File: src/mem_pkg.sv
// memory stage shared definitions
`default_nettype none

package mem_pkg;

    typedef logic [31:0] word_t;
    typedef logic [4:0]  reg_addr_t;
    typedef logic [7:0]  aluop_t;
    typedef logic [3:0]  sel_t;
    typedef logic [4:0]  cp0_addr_t;

    // memory operation codes
    localparam aluop_t OP_LB  = 8'b1110_0000;
    localparam aluop_t OP_LH  = 8'b1110_0001;
    localparam aluop_t OP_LW  = 8'b1110_0011;
    localparam aluop_t OP_LBU = 8'b1110_0100;
    localparam aluop_t OP_LHU = 8'b1110_0101;
    localparam aluop_t OP_SB  = 8'b1110_1000;
    localparam aluop_t OP_SH  = 8'b1110_1001;
    localparam aluop_t OP_SW  = 8'b1110_1011;

    // cp0 register numbers
    localparam cp0_addr_t CP0_STATUS = 5'd12;
    localparam cp0_addr_t CP0_CAUSE  = 5'd13;
    localparam cp0_addr_t CP0_EPC    = 5'd14;

    // IP[1:0], WP and IV are the only software-writable cause bits
    localparam word_t CAUSE_WMASK = 32'h00c0_0300;

    // bit positions in the incoming exception vector
    localparam int SYSCALL_IDX     = 8;
    localparam int INSTINVALID_IDX = 9;
    localparam int TRAP_IDX        = 10;
    localparam int OVERFLOW_IDX    = 11;
    localparam int ERET_IDX        = 12;
    localparam int ADEL_IDX        = 13;
    localparam int ADES_IDX        = 14;
    localparam int BREAK_IDX       = 15;

    // resolved exception codes
    localparam word_t EXC_NONE = 32'h0000_0000;
    localparam word_t EXC_INT  = 32'h0000_0001;
    localparam word_t EXC_ADEL = 32'h0000_0004;
    localparam word_t EXC_ADES = 32'h0000_0005;
    localparam word_t EXC_SYS  = 32'h0000_0008;
    localparam word_t EXC_BP   = 32'h0000_0009;
    localparam word_t EXC_RI   = 32'h0000_000a;
    localparam word_t EXC_OV   = 32'h0000_000c;
    localparam word_t EXC_TR   = 32'h0000_000d;
    localparam word_t EXC_ERET = 32'h0000_000e;

    // latest cp0 values as seen by this stage
    typedef struct packed {
        word_t status;
        word_t cause;
        word_t epc;
    } cp0_view_t;

endpackage

`default_nettype wire

File: src/result_if.sv
// stage result bundle
`timescale 1ns/1ps
`default_nettype none

interface result_if;
    import mem_pkg::*;

    reg_addr_t wd;
    logic      wreg;
    word_t     wdata;
    word_t     exc_code;

    modport lsu (output wd, output wreg, output wdata);
    modport exc (output exc_code);
    modport wb  (input wd, input wreg, input wdata, input exc_code);

endinterface

`default_nettype wire

File: src/cp0_forward.sv
// cp0 register forwarding
`timescale 1ns/1ps
`default_nettype none

module cp0_forward (
    input  wire                logic wb_cp0_we_i,
    input  mem_pkg::cp0_addr_t wb_cp0_addr_i,
    input  mem_pkg::word_t     wb_cp0_data_i,
    input  mem_pkg::word_t     cp0_status_i,
    input  mem_pkg::word_t     cp0_cause_i,
    input  mem_pkg::word_t     cp0_epc_i,
    output mem_pkg::cp0_view_t cp0_view_o
);
    import mem_pkg::*;

    logic wr_status;
    logic wr_cause;
    logic wr_epc;

    assign wr_status = wb_cp0_we_i && (wb_cp0_addr_i == CP0_STATUS);
    assign wr_cause  = wb_cp0_we_i && (wb_cp0_addr_i == CP0_CAUSE);
    assign wr_epc    = wb_cp0_we_i && (wb_cp0_addr_i == CP0_EPC);

    always_comb
    begin
        cp0_view_o.status = wr_status ? wb_cp0_data_i : cp0_status_i;
        cp0_view_o.epc    = wr_epc ? wb_cp0_data_i : cp0_epc_i;

        // read-only cause fields always come from cp0
        if (wr_cause)
        begin
            cp0_view_o.cause = (wb_cp0_data_i & CAUSE_WMASK) |
                               (cp0_cause_i & ~CAUSE_WMASK);
        end
        else
        begin
            cp0_view_o.cause = cp0_cause_i;
        end
    end

endmodule

`default_nettype wire

File: src/except_resolve.sv
// final exception resolution
`timescale 1ns/1ps
`default_nettype none

module except_resolve (
    input  mem_pkg::word_t     excepttype_i,
    input  mem_pkg::word_t     inst_addr_i,
    input  mem_pkg::cp0_view_t cp0_view_i,
    output logic               exc_taken_o,
    result_if.exc              res
);
    import mem_pkg::*;

    logic  int_pending;
    word_t code;

    // unmasked interrupt, not in exception level, globally enabled
    assign int_pending = ((cp0_view_i.cause[15:8] & cp0_view_i.status[15:8]) != 8'h00) &&
                         !cp0_view_i.status[1] &&
                         cp0_view_i.status[0];

    always_comb
    begin
        code = EXC_NONE;
        // a zero address marks a bubble, nothing to report
        if (inst_addr_i != '0)
        begin
            if (int_pending)
                code = EXC_INT;
            else if (excepttype_i[SYSCALL_IDX])
                code = EXC_SYS;
            else if (excepttype_i[BREAK_IDX])
                code = EXC_BP;
            else if (excepttype_i[INSTINVALID_IDX])
                code = EXC_RI;
            else if (excepttype_i[TRAP_IDX])
                code = EXC_TR;
            else if (excepttype_i[OVERFLOW_IDX])
                code = EXC_OV;
            else if (excepttype_i[ADEL_IDX])
                code = EXC_ADEL;
            else if (excepttype_i[ADES_IDX])
                code = EXC_ADES;
            else if (excepttype_i[ERET_IDX])
                code = EXC_ERET;
        end
    end

    assign res.exc_code = code;
    assign exc_taken_o  = (code != EXC_NONE);

endmodule

`default_nettype wire

File: src/lsu_align.sv
// load/store lane alignment
`timescale 1ns/1ps
`default_nettype none

module lsu_align (
    input  mem_pkg::aluop_t    aluop_i,
    input  mem_pkg::word_t     mem_addr_i,
    input  mem_pkg::word_t     reg2_i,
    input  mem_pkg::reg_addr_t wd_i,
    input  logic               wreg_i,
    input  mem_pkg::word_t     wdata_i,
    input  logic               exc_taken_i,
    input  mem_pkg::word_t     mem_rdata_i,
    input  logic               mem_rvalid_i,
    input  logic               mem_wready_i,
    output mem_pkg::word_t     mem_addr_o,
    output mem_pkg::sel_t      mem_sel_o,
    output mem_pkg::word_t     mem_wdata_o,
    output logic               mem_we_o,
    output logic               mem_re_o,
    output logic               stall_o,
    result_if.lsu              res
);
    import mem_pkg::*;

    logic [1:0] ofs;
    logic       rd_req;
    logic       wr_req;
    sel_t       sel;
    word_t      st_data;
    logic [7:0] ld_byte;
    logic [15:0] ld_half;
    word_t      ld_data;

    assign ofs = mem_addr_i[1:0];

    // lane picks from the read word
    always_comb
    begin
        case (ofs)
            2'b00:   ld_byte = mem_rdata_i[7:0];
            2'b01:   ld_byte = mem_rdata_i[15:8];
            2'b10:   ld_byte = mem_rdata_i[23:16];
            default: ld_byte = mem_rdata_i[31:24];
        endcase
        ld_half = ofs[1] ? mem_rdata_i[31:16] : mem_rdata_i[15:0];
    end

    always_comb
    begin
        rd_req  = 1'b0;
        wr_req  = 1'b0;
        sel     = 4'b0000;
        st_data = '0;
        ld_data = wdata_i;
        case (aluop_i)
            OP_LB, OP_LBU:
            begin
                rd_req  = 1'b1;
                sel     = 4'b0001 << ofs;
                ld_data = {{24{ld_byte[7] && (aluop_i == OP_LB)}}, ld_byte};
            end
            OP_LH, OP_LHU:
            begin
                // only 0 and 2 are legal halfword offsets
                if (!ofs[0])
                begin
                    rd_req  = 1'b1;
                    sel     = ofs[1] ? 4'b1100 : 4'b0011;
                    ld_data = {{16{ld_half[15] && (aluop_i == OP_LH)}}, ld_half};
                end
            end
            OP_LW:
            begin
                rd_req  = 1'b1;
                sel     = 4'b1111;
                ld_data = mem_rdata_i;
            end
            OP_SB:
            begin
                wr_req  = 1'b1;
                sel     = 4'b0001 << ofs;
                st_data = {4{reg2_i[7:0]}};
            end
            OP_SH:
            begin
                if (!ofs[0])
                begin
                    wr_req  = 1'b1;
                    sel     = ofs[1] ? 4'b1100 : 4'b0011;
                    st_data = {2{reg2_i[15:0]}};
                end
            end
            OP_SW:
            begin
                wr_req  = 1'b1;
                sel     = 4'b1111;
                st_data = reg2_i;
            end
            default:
            begin
                // not a memory op
            end
        endcase
    end

    // an exception cancels both directions
    assign mem_re_o = rd_req && !exc_taken_i;
    assign mem_we_o = wr_req && !exc_taken_i;

    assign mem_addr_o  = (rd_req || wr_req) ? mem_addr_i : '0;
    assign mem_sel_o   = sel;
    assign mem_wdata_o = st_data;

    // hold the pipeline until memory answers
    assign stall_o = (mem_re_o && !mem_rvalid_i) || (mem_we_o && !mem_wready_i);

    assign res.wd    = wd_i;
    assign res.wreg  = wreg_i;
    assign res.wdata = ld_data;

endmodule

`default_nettype wire

File: src/mem_wb_reg.sv
// memory to writeback register
`timescale 1ns/1ps
`default_nettype none

module mem_wb_reg (
    input  logic               clk,
    input  logic               rst_n_i,
    input  logic               stall_i,
    result_if.wb               res,
    output mem_pkg::reg_addr_t wb_wd_o,
    output logic               wb_wreg_o,
    output mem_pkg::word_t     wb_wdata_o,
    output mem_pkg::word_t     wb_exc_code_o
);
    import mem_pkg::*;

    always_ff @(posedge clk or negedge rst_n_i)
    begin
        if (!rst_n_i)
        begin
            wb_wd_o       <= '0;
            wb_wreg_o     <= 1'b0;
            wb_wdata_o    <= '0;
            wb_exc_code_o <= EXC_NONE;
        end
        else if (stall_i)
        begin
            // bubble while memory is busy
            wb_wd_o       <= '0;
            wb_wreg_o     <= 1'b0;
            wb_wdata_o    <= '0;
            wb_exc_code_o <= EXC_NONE;
        end
        else
        begin
            wb_wd_o       <= res.wd;
            wb_wreg_o     <= res.wreg;
            wb_wdata_o    <= res.wdata;
            wb_exc_code_o <= res.exc_code;
        end
    end

endmodule

`default_nettype wire

File: src/mem_stage.sv
// memory access stage top
`timescale 1ns/1ps
`default_nettype none

module mem_stage (
    input  logic               clk,
    input  logic               rst_n_i,
    input  mem_pkg::reg_addr_t wd_i,
    input  logic               wreg_i,
    input  mem_pkg::word_t     wdata_i,
    input  mem_pkg::aluop_t    aluop_i,
    input  mem_pkg::word_t     mem_addr_i,
    input  mem_pkg::word_t     reg2_i,
    input  mem_pkg::word_t     excepttype_i,
    input  mem_pkg::word_t     inst_addr_i,
    input  mem_pkg::word_t     cp0_status_i,
    input  mem_pkg::word_t     cp0_cause_i,
    input  mem_pkg::word_t     cp0_epc_i,
    input  logic               wb_cp0_we_i,
    input  mem_pkg::cp0_addr_t wb_cp0_addr_i,
    input  mem_pkg::word_t     wb_cp0_data_i,
    input  mem_pkg::word_t     mem_rdata_i,
    input  logic               mem_rvalid_i,
    input  logic               mem_wready_i,
    output mem_pkg::word_t     mem_addr_o,
    output mem_pkg::sel_t      mem_sel_o,
    output mem_pkg::word_t     mem_wdata_o,
    output logic               mem_we_o,
    output logic               mem_re_o,
    output logic               stall_req_o,
    output mem_pkg::word_t     cp0_epc_o,
    output mem_pkg::reg_addr_t wb_wd_o,
    output logic               wb_wreg_o,
    output mem_pkg::word_t     wb_wdata_o,
    output mem_pkg::word_t     wb_exc_code_o
);
    import mem_pkg::*;

    cp0_view_t cp0_view;
    logic      exc_taken;

    result_if res ();

    cp0_forward u_cp0_forward (
        .wb_cp0_we_i   (wb_cp0_we_i),
        .wb_cp0_addr_i (wb_cp0_addr_i),
        .wb_cp0_data_i (wb_cp0_data_i),
        .cp0_status_i  (cp0_status_i),
        .cp0_cause_i   (cp0_cause_i),
        .cp0_epc_i     (cp0_epc_i),
        .cp0_view_o    (cp0_view)
    );

    assign cp0_epc_o = cp0_view.epc;

    except_resolve u_except_resolve (
        .excepttype_i (excepttype_i),
        .inst_addr_i  (inst_addr_i),
        .cp0_view_i   (cp0_view),
        .exc_taken_o  (exc_taken),
        .res          (res.exc)
    );

    lsu_align u_lsu_align (
        .aluop_i      (aluop_i),
        .mem_addr_i   (mem_addr_i),
        .reg2_i       (reg2_i),
        .wd_i         (wd_i),
        .wreg_i       (wreg_i),
        .wdata_i      (wdata_i),
        .exc_taken_i  (exc_taken),
        .mem_rdata_i  (mem_rdata_i),
        .mem_rvalid_i (mem_rvalid_i),
        .mem_wready_i (mem_wready_i),
        .mem_addr_o   (mem_addr_o),
        .mem_sel_o    (mem_sel_o),
        .mem_wdata_o  (mem_wdata_o),
        .mem_we_o     (mem_we_o),
        .mem_re_o     (mem_re_o),
        .stall_o      (stall_req_o),
        .res          (res.lsu)
    );

    mem_wb_reg u_mem_wb_reg (
        .clk           (clk),
        .rst_n_i       (rst_n_i),
        .stall_i       (stall_req_o),
        .res           (res.wb),
        .wb_wd_o       (wb_wd_o),
        .wb_wreg_o     (wb_wreg_o),
        .wb_wdata_o    (wb_wdata_o),
        .wb_exc_code_o (wb_exc_code_o)
    );

endmodule

`default_nettype wire

File: config.mk
export PLATFORM = sky130hd
export DESIGN_NAME = mem_stage
export DESIGN_NICKNAME = d
export VERILOG_FILES = /design/src/mem_pkg.sv /design/src/result_if.sv /design/src/cp0_forward.sv /design/src/except_resolve.sv /design/src/lsu_align.sv /design/src/mem_wb_reg.sv /design/src/mem_stage.sv
export SDC_FILE = /design/constraint.sdc
export NUM_CORES = 1
export LEC_CHECK = 0
export ABC_AREA = 1
export ABC_CLOCK_PERIOD_IN_PS = 2800
export CAP_MARGIN = 15
export CORE_AREA = 2 2 201 203
export DETAILED_ROUTE_END_ITERATION = 7
export DIE_AREA = 0 0 203 205
export DONT_BUFFER_PORTS = 1
export GPL_TIMING_DRIVEN = 1
export SLEW_MARGIN = 40
export SYNTH_ARGS = -nofsm -noshare
export SYNTH_HDL_FRONTEND = slang
export SYNTH_HIERARCHICAL = 1
export SYNTH_SLANG_ARGS = --single-unit
File: constraint.sdc
create_clock -name clk -period 2.8 [get_ports clk]
set_input_delay 0.56 -clock clk [delete_from_list [all_inputs] [get_ports clk]]
set_output_delay 0.56 -clock clk [all_outputs]
set_load 0.01 [all_outputs]
# Word-level counts from Yosys, hierarchy flattened
# Cells that the tools add are included.
# op_classes
n_mux	30
n_shift	1
n_bitwise	2
n_eq_ne	13
n_reduce_logical	28
# op_table
operator	count
$mux W32	15
$pmux W32 S3	2
$eq A8 B8 Y1 const B	8
$reduce_bool A32 Y1	2
$mux W16	3
$pmux W8 S3	1
$or A10 B16 Y16	1
$eq A5 B4 Y1 const B	3
$mux W4	3
$pmux W4 S3	1
$logic_and A1 B1 Y1	11
$reduce_or A3 Y1	3
$and A8 B8 Y8	1
$reduce_bool A8 Y1	1
$reduce_or A2 Y1	4
$mux W5	1
$logic_not A1 Y1	4
$pmux W1 S2	2
$shl A1 B2 Y4 const A	1
$eq A2 B1 Y1 const B	1
$eq A2 B2 Y1 const B	1
$logic_not A2 Y1	1
$logic_or A1 B1 Y1	2
$mux W1	2
# totals
elab_cells	78
inputBits	344
output_inout_bits	173
register_bits	70

# Longest topological paths before layout
# Gate-level depths: netlist (run 1).
# depth
word_depth	16
depth_mapped	20
depth_no_buf	17

# Cells and area by module
# Netlist (run 1), hierarchy kept.
# by_module_without_submodules
mod	cells_per_inst	seq_area_each_um2	instances	area_each_um2
lsu_align	540	0.0	1	2713.9
mem_wb_reg	218	1751.7	1	2367.3
cp0_forward	271	0.0	1	1383.8
except_resolve	107	0.0	1	553.0

# Worst setup path before layout (run 1)
# OpenSTA, ideal clock, no wires.
# synth_path
kind	input port to output port
startpoint	input port wb_cp0_we_i
endpoint	output port stall_req_o
cell_stages	17
path_slack_ns	0.285
t_arrival_ns	1.955
path_buffers	1
cell_sequence	inv_1 nor2_4 buf_6 nand3_1 nand2_1 nand2_1 nand2_1 nand2_1 nor2_1 nand2_1 nand2_1 nand2_1 nand2_1 nand3_1 inv_1 nand3b_1 nand2_1
# synth_lines
element	line	rtl
start: declaration	mem_stage.sv:19	input logic wb_cp0_we_i,
end: declaration	mem_stage.sv:30	output logic stall_req_o,

==> impl_metrics.json, run 1 <==
{
  "fp.dieArea_mm2": 0.0416,
  "status": "completed",
  "stdcell_area_mm2": 0.00731,
  "first_pass_iters": 5,
  "area_delta_synth_final_pct": 12.0,
  "hold_class": "in -> async",
  "maxSlewViolCount": 0,
  "power_density_mw_per_mm2": 381,
  "hold_viol": 0,
  "antenna_found_initial": 17,
  "leakage_nw": 3.75,
  "grt_pass1_vias": 5920,
  "htree_levels": 3,
  "place_hpwl_um": 23800,
  "timing.fmax_mhz": 370,
  "initial_core_util": 0.166,
  "track_usage": 0.128,
  "nets": 1368,
  "layout.cells.non_filler": 1564,
  "crit_arrival_ns": 2.15,
  "final_common_cell": "nand2_1",
  "path_clk_slew_ns": 0.06,
  "dpl_cell_area_mm2": 0.00681,
  "netlist_instances": 1039,
  "worstSetupEndpointType": "output port",
  "port_buffers": 0,
  "seqCellArea_mm2": 0.00175,
  "num_vias": 6525,
  "max_cap_violations": 0,
  "fin_crit_ns": 2.71,
  "rsz0062_at_grt": "true",
  "multi_input_area_mm2": 0.00365,
  "routed_via_density": 4.17,
  "ys_warn_count": 6,
  "root_buffer": "clkbuf_16",
  "cts_tree": "yes",
  "num-fill-cells": 4460,
  "layout-drive-gt1-share": 0.159,
  "cts_sinks": 70,
  "final_cell_mix": "nand2_1, nor2_1, inv_1",
  "grt_pass1_wl_um": 38700,
  "io_pins": 517,
  "fp.coreArea_mm2": 0.0394,
  "syn_area_per_cell_um2": 6.29,
  "num_rows": 73,
  "grt_overflow": 0,
  "wl_per_cell_um": 18.2,
  "worstMarginPinSlew_ns": 0.651,
  "irDropWorstVdd_uv": 214,
  "worst-setup-path-type": "in -> out",
  "period_share": 0.967,
  "drc": 0,
  "cp-start-kind": "input pin",
  "setup_viol": 0,
  "numCtsBuffers": 9,
  "syn_area_mm2": 0.00653,
  "grt_max_degree": 71,
  "place_congestion": 0.936,
  "dp.cells": 1531,
  "worstPathRequired_ns": 2.24,
  "wl_um": 28500,
  "drtAntennaViolNets": 0,
  "crit_fanout": 5,
  "relSlewSlack": 0.565,
  "clk_path_buf_depth": 2,
  "first_iter_violations": 461,
  "die_width_um": 203,
  "fp.dieH_um": 205
}
flip-flops by register name (all words and copies together), names as in the netlist:
signal	flops
u_mem_wb_reg/wb_wdata_o	32
u_mem_wb_reg/wb_exc_code_o	32
u_mem_wb_reg/wb_wreg_o	1
u_mem_wb_reg/wb_wd_o	5
power breakdown:
group / leakage, nW / switching, W / internal, W
Combinational: 2.77 / 0.000273 / 0.000141
Sequential: 0.820 / 0.0000603 / 0.00107
Clock: 0.152 / 0.000460 / 0.000783
Total: 3.75 / 0.000794 / 0.00199
layout make-up:
| cell class | instances | area share |
|---|---|---|
| clock buffer | 9 | 0.0308 |
| tap | 525 | 0.0898 |
| antenna | 10 | 0.00342 |
| clock inverter | 7 | 0.0133 |
| sequential | 70 | 0.240 |
| multi-input combinational | 763 | 0.499 |
| inverter | 143 | 0.0758 |
| timing repair buffer | 37 | 0.0486 |
through the flow:
step	power (W)	hold WS, ns	utilization	worst slack (ns)	TNS (ns)
after floorplan	0.00148	0.264	-	0.331	0
after global placement	0.00151	0.266	0.173	0.0170	0
after detailed placement	0.00152	0.266	0.173	-0.0346	-0.445
after CTS	0.00281	0.111	0.182	0.0298	0
after global routing	0.00292	0.119	0.186	-0.0420	-0.0420
final	0.00279	0.104	0.186	0.0937	0
routing by layer:
| metal | part of all wire | vias to the layer above | track usage |
|---|---|---|---|
| li1 | - | 3084 | - |
| met1 | 0.41 | 2949 | 0.154 |
| met2 | 0.45 | 417 | 0.199 |
| met3 | 0.085 | 75 | 0.0342 |
| met4 | 0.059 | 0 | 0.0879 |
| met5 | 0 | - | 0 |
worst max-delay path, stage by stage:
cell and delay [ns]:
inv_8 0.02, nor2_4 0.22, nand3_4 0.16, nand2_2 0.10
nand2_1 0.04, nand2_1 0.06, nand2_1 0.05, nor2_1 0.12
nand2_2 0.10, nand2_2 0.08, nand2_2 0.05, nand2_2 0.07
nand3_2 0.07, buf_6 0.13, inv_4 0.07, nand3b_1 0.12
nand2_4 0.13
worst max-delay path by stage:
| stage | startpoint | to | cells past startpoint |
|---|---|---|---|
| 2_1_floorplan | wb_cp0_addr_i[3] | stall_req_o | 17 |
| 3_3_place_gp | wb_cp0_we_i | u_mem_wb_reg/wb_wdata_o[21] | 20 |
| 3_5_place_dp | wb_cp0_we_i | u_mem_wb_reg/wb_wd_o[3] | 20 |
| 4_1_cts | wb_cp0_we_i | stall_req_o | 17 |
| 5_1_grt | wb_cp0_we_i | stall_req_o | 16 |
| 6_report | wb_cp0_we_i | stall_req_o | 17 |
repair_timing:
item,in CTS,in global routing
setup buffers,0,4
endpoints found under the setup margin,1,3
hold buffers,1,0
pin swaps,0,11
resized for setup,1,24
gates cloned,0,1
hold endpoints to repair,70,0
No activity file was read; power rests on OpenSTA's default activity.
==> run 2: changes to the inputs <==
RECOVER_POWER = 25   (was unset)
==> run 2 against run 1 <==
  * Utilization fell by 0.057 points
  * Non-clock buffer count is the same
  * Die area unchanged
  * Design area is 0.31% lower
  * Critical endpoint unchanged
  * Setup slack about the same
  * Maximum frequency is essentially flat
  * Total power about the same
  * Clock power hardly changed
  * The flow now finishes with violations (capacitance limit, slew limit)
  * Combinational power about the same
  * Flip-flop and latch count unchanged
  * Largest power group unchanged
  * First-iteration DRC count up 7.2%
==> impl_metrics.json, run 2 (synthesized netlist as in run 1, its figures left out) <==
{
  "clk_path_buf_depth": 2,
  "hold_viol": 0,
  "die_width_um": 203,
  "root_buffer": "clkbuf_16",
  "status": "finished, violations left",
  "htree_levels": 3,
  "grt_pass1_wl_um": 38700,
  "worstSetupEndpointType": "output port",
  "cp-start-kind": "input pin",
  "initial_core_util": 0.166,
  "whs_path_depth": 2,
  "cp_common_cell": "nand2_2",
  "power.total_w": 0.00279,
  "antenna_found_initial": 17,
  "relSlewSlack": -0.189,
  "grt_overflow": 0,
  "first_pass_iters": 5,
  "worstPathRequired_ns": 2.24,
  "hp-start": "wd_i[4]",
  "crit_fanout": 5,
  "cts_tree": "yes",
  "num_vias": 6546,
  "crit_path_max_incr_delay_ns": 0.22,
  "grt_pass1_vias": 5920,
  "power_density_mw_per_mm2": 382,
  "period_share": 0.967,
  "routed_via_density": 4.19,
  "irDropWorstVdd_uv": 214,
  "grt_max_degree": 71,
  "endpoint": "stall_req_o",
  "cts_sinks": 70,
  "place_congestion": 0.936,
  "first_iter_violations": 494,
  "numCtsBuffers": 9,
  "setup_viol": 0,
  "fp.dieH_um": 205,
  "port_buffers": 0,
  "cp_cell_sequence": "inv_8 -> nor2_4 -> nand3_4 -> nand2_2 -> nand2_1 -> nand2_1 -> nand2_1 -> nor2_1 -> nand2_2 -> nand2_2 -> nand2_2 -> nand2_2 -> nand3_2 -> buf_6 -> inv_4 -> nand3b_1 -> nand2_4",
  "maxSlewViolCount": 71,
  "area_delta_synth_final_pct": 11.6,
  "max_cap_violations": 1,
  "place_hpwl_um": 23800,
  "path_clk_slew_ns": 0.05,
  "crit_start": "wb_cp0_we_i",
  "fp.coreArea_mm2": 0.0394,
  "violations": "capacitance limit, slew limit",
  "reg_top3": "u_mem_wb_reg/wb_exc_code_o (32), u_mem_wb_reg/wb_wdata_o (32), u_mem_wb_reg/wb_wd_o (5)",
  "path_buf_inv": 3,
  "slowest_stage": "nor2_4",
  "worst-setup-path-type": "in -> out",
  "drtAntennaViolNets": 0,
  "fin_crit_ns": 2.71,
  "num-fill-cells": 4463,
  "rsz0062_at_grt": "true",
  "wl_per_cell_um": 18.3,
  "critPathTopFamily": "simple AND/OR/NAND/NOR gates",
  "final_cell_mix": "nand2_1, nor2_1, inv_1",
  "drc": 0,
  "final_common_cell": "nand2_1",
  "track_usage": 0.128,
  "leakage_nw": 3.74,
  "crit_arrival_ns": 2.15,
  "nets": 1368,
  "timing.fmax_mhz": 370,
  "wl_um": 28500,
  "hold_class": "in -> reg",
  "fp.dieArea_mm2": 0.0416,
  "num_rows": 73,
  "worstMarginPinSlew_ns": 1.78,
  "path_depth": 17,
  "layout-drive-gt1-share": 0.159,
  "setup_tns_ns": 0,
  "io_pins": 517
}
==> run 2: final cells by class <==
type	instances	area, um2	area share
Clock buffer	9	225	0.0309
Antenna cell	10	25.0	0.00343
Multi-Input combinational cell	763	3650	0.500
Sequential cell	70	1750	0.240
Inverter	143	554	0.0760
Tap cell	525	657	0.0901
Timing Repair Buffer	37	333	0.0457
Clock inverter	7	97.6	0.0134
==> run 2: worst min path at each step <==
stage	end
6_report	u_mem_wb_reg/wb_wd_o[4]
5_1_grt	u_mem_wb_reg/wb_wreg_o
4_1_cts	u_mem_wb_reg/wb_exc_code_o[2]
3_5_place_dp	u_mem_wb_reg/wb_wd_o[2]
3_3_place_gp	u_mem_wb_reg/wb_exc_code_o[10]
2_1_floorplan	u_mem_wb_reg/wb_exc_code_o[0]
==> run 2: power by group <==
group / switching [W] / leakage [nW] / internal (W)
clock network: 0.000463 / 0.152 / 0.000783
logic: 0.000274 / 2.77 / 0.000138
registers: 0.0000601 / 0.820 / 0.00107
==> run 2: layer usage <==
metal	up-vias	part of all wire	GRT usage
li1	3086	-	-
met1	2960	0.41	0.154
met2	423	0.45	0.199
met3	77	0.084	0.0342
met4	0	0.060	0.0879
met5	-	0	0
==> run 2: per-stage QoR <==
step / hold slack, ns / std cells / setup slack, ns / instance area [um2] / util
6_report: 0.327 / 1564 / 0.0937 / 7290 / 0.185
3_3_place_gp: 0.266 / 1531 / 0.0170 / 6810 / 0.173
3_5_place_dp: 0.266 / 1531 / -0.0346 / 6810 / 0.173
5_1_grt: 0.327 / 1561 / -0.0420 / 7280 / 0.185
2_1_floorplan: 0.264 / 1066 / 0.331 / 6630 / -
4_1_cts: 0.111 / 1548 / 0.0298 / 7160 / 0.182
==> run 2: timing repair <==
item,4_1_cts,5_1_grt
hold buffers,1,0
gates cloned,0,1
buffers inserted,0,4
endpoints found under the hold margin,70,0
pin swaps,0,11
resized for setup,1,24
endpoints found under the setup margin,1,3
==> run 3: changes to the inputs <==
==> constraint.sdc (replaced) <==
create_clock -name clk -period 2.8 [get_ports clk]
set_input_delay 0.14 -clock clk [delete_from_list [all_inputs] [get_ports clk]]
set_output_delay 0.14 -clock clk [all_outputs]
set_load 0.01 [all_outputs]
==> run 3 against run 2 <==
  * The flow still finishes with violations (capacitance limit, slew limit)
  * Maximum frequency up 24%
  * Setup slack better by 0.52 ns
  * Flip-flop and latch count unchanged
  * First-iteration DRC count down 11%
  * Worst hold slack worse by 0.31 ns
  * Final cell count down 1.5%
  * Design area down 3.5%
  * Utilization down 0.65 points
  * Total power down 0.43%
  * Count of clock-buffer cells in the layout unchanged
  * Critical endpoint unchanged
  * Largest power group unchanged
==> impl_metrics.json, run 3 (synthesized netlist as in run 1, its figures left out) <==
{
  "status": "finished, violations left",
  "violations": "capacitance limit, slew limit",
  "switching_power_w": 0.000801,
  "worstSetupEndpointType": "output port",
  "nets": 1345,
  "grt_overflow": 0,
  "leakage_nw": 3.62,
  "place_hpwl_um": 23500,
  "hold_class": "in -> reg",
  "maxSlewViolCount": 71,
  "track_usage": 0.129,
  "whs_path_depth": 4,
  "drtAntennaViolNets": 0,
  "cp_cell_sequence": "inv_1 -> nor2_4 -> nand3_4 -> nand2_1 -> nand2_1 -> nand2_1 -> nand2_1 -> nor2_1 -> nand2_1 -> nand2_1 -> nand2_1 -> nand2_1 -> nand3_1 -> inv_1 -> nand3b_1 -> nand2_2 -> buf_4",
  "slowest_stage": "inv_1",
  "setup_viol": 0,
  "min_delay_worst_endpoint": "u_mem_wb_reg/wb_wdata_o[11]",
  "layout-drive-gt1-share": 0.116,
  "final_common_cell": "nand2_1",
  "seq_power_share": 0.408,
  "numCtsBuffers": 9,
  "worst_hold_slack_ns": 0.0149,
  "max_cap_violations": 1,
  "num_rows": 73,
  "grt_max_degree": 71,
  "fp.dieH_um": 205,
  "cts_setup_buffers": 0,
  "crit_arrival_ns": 2.05,
  "die_width_um": 203,
  "power_frac_clock": 0.453,
  "wl_per_cell_um": 18.6,
  "p_sw_frac": 0.289,
  "root_buffer": "clkbuf_16",
  "first_iter_violations": 442,
  "relSlewSlack": -0.228,
  "routed_via_density": 4.25,
  "worst-setup-path-type": "in -> out",
  "irDropWorstVdd_uv": 213,
  "wl_um": 28700,
  "final_cell_mix": "nand2_1, nor2_1, inv_1",
  "rsz0062_at_grt": "false",
  "area_delta_synth_final_pct": 7.72,
  "initial_core_util": 0.166,
  "crit_fanout": 10,
  "clk_path_buf_depth": 2,
  "period_share": 0.782,
  "cp-start-kind": "input pin",
  "p_comb_frac": 0.139,
  "fp.coreArea_mm2": 0.0394,
  "cp_common_cell": "nand2_1",
  "htree_levels": 3,
  "timing.fmax_mhz": 457,
  "setup_tns_ns": 0,
  "fin_crit_ns": 2.19,
  "first_pass_iters": 5,
  "antenna_found_initial": 18,
  "crit_path_max_incr_delay_ns": 0.22,
  "port_buffers": 0,
  "power_density_mw_per_mm2": 394,
  "p_int_w": 0.00197,
  "grt_pass1_wl_um": 39200,
  "cts_tree": "yes",
  "drc": 0,
  "fp.dieArea_mm2": 0.0416,
  "grt_pass1_vias": 5878,
  "reg_top3": "u_mem_wb_reg/wb_exc_code_o (32), u_mem_wb_reg/wb_wdata_o (32), u_mem_wb_reg/wb_wd_o (5)",
  "hold_viol": 0,
  "worstMarginPinSlew_ns": 1.84,
  "num_vias": 6542,
  "place_congestion": 0.955,
  "cts_sinks": 70,
  "path_clk_slew_ns": 0.07,
  "io_pins": 517,
  "hp-start": "wdata_i[11]",
  "worstPathRequired_ns": 2.66
}
-- run 3: cell count changes in the layout (fill, tap and decap cells not counted), sizes merged --
| cell | before | now |
|---|---|---|
| buf | 36 | 7 |
| dlygate4sd3 | 0 | 7 |
| nand3 | 108 | 107 |
-- run 3: area by class of cell --
| type | instances | area (um2) |
|---|---|---|
| Tap cell | 525 | 657 |
| Clock buffer | 9 | 225 |
| Sequential cell | 70 | 1750 |
| Fill cell | 4453 | 32300 |
| Clock inverter | 7 | 97.6 |
| Antenna cell | 10 | 25.0 |
| Timing Repair Buffer | 15 | 153 |
| Multi-Input combinational cell | 762 | 3580 |
| Inverter | 143 | 544 |
-- run 3: through the flow --
stage          power, W  cell area [um2]  worst slack [ns]  utilization  std cells
4_1_cts         0.00283             7010             0.527        0.178       1530
3_5_place_dp    0.00150             6590             0.257        0.167       1506
3_3_place_gp    0.00149             6590             0.335        0.167       1506
2_1_floorplan   0.00148             6630             0.873            -       1066
5_1_grt         0.00291             7030             0.298        0.178       1537
6_report        0.00277             7040             0.611        0.179       1541
-- run 3: how the worst max path moves through the flow --
stage                                          to  cells past startpoint              from
finish                                stall_req_o                     17       wb_cp0_we_i
global route                          stall_req_o                     17       wb_cp0_we_i
CTS                                   stall_req_o                     17       wb_cp0_we_i
detailed placement    u_mem_wb_reg/wb_wdata_o[31]                     18       wb_cp0_we_i
global placement      u_mem_wb_reg/wb_wdata_o[31]                     18       wb_cp0_we_i
floorplan           u_mem_wb_reg/wb_exc_code_o[0]                     20  wb_cp0_addr_i[3]
-- run 3: what timing repair did --
item	CTS	global route
hold buffers	8	0
hold endpoints to repair	76	0
resized for setup	0	0
-- run 3: power groups by stage --
stage | combinational [W] | clock [W] | sequential (W)
finish | 0.000387 | 0.00126 | 0.00113
global route | 0.000437 | 0.00134 | 0.00114
CTS | 0.000388 | 0.00131 | 0.00113
detailed placement | 0.000351 | 0 | 0.00115
floorplan | 0.000345 | 0 | 0.00113
global placement | 0.000344 | 0 | 0.00115
-- run 3: worst max-delay path: cells and delay by family --
kind / cells / cell delay, ns
AND/OR/NAND/NOR: 14 / 1.50
buffers and inverters: 3 / 0.39
-- run 3: per-layer routing --
| layer | share of wire | track usage |
|---|---|---|
| met1 | 0.39 | 0.157 |
| met2 | 0.45 | 0.203 |
| met3 | 0.10 | 0.0366 |
| met4 | 0.054 | 0.0748 |
| met5 | 0 | 0 |
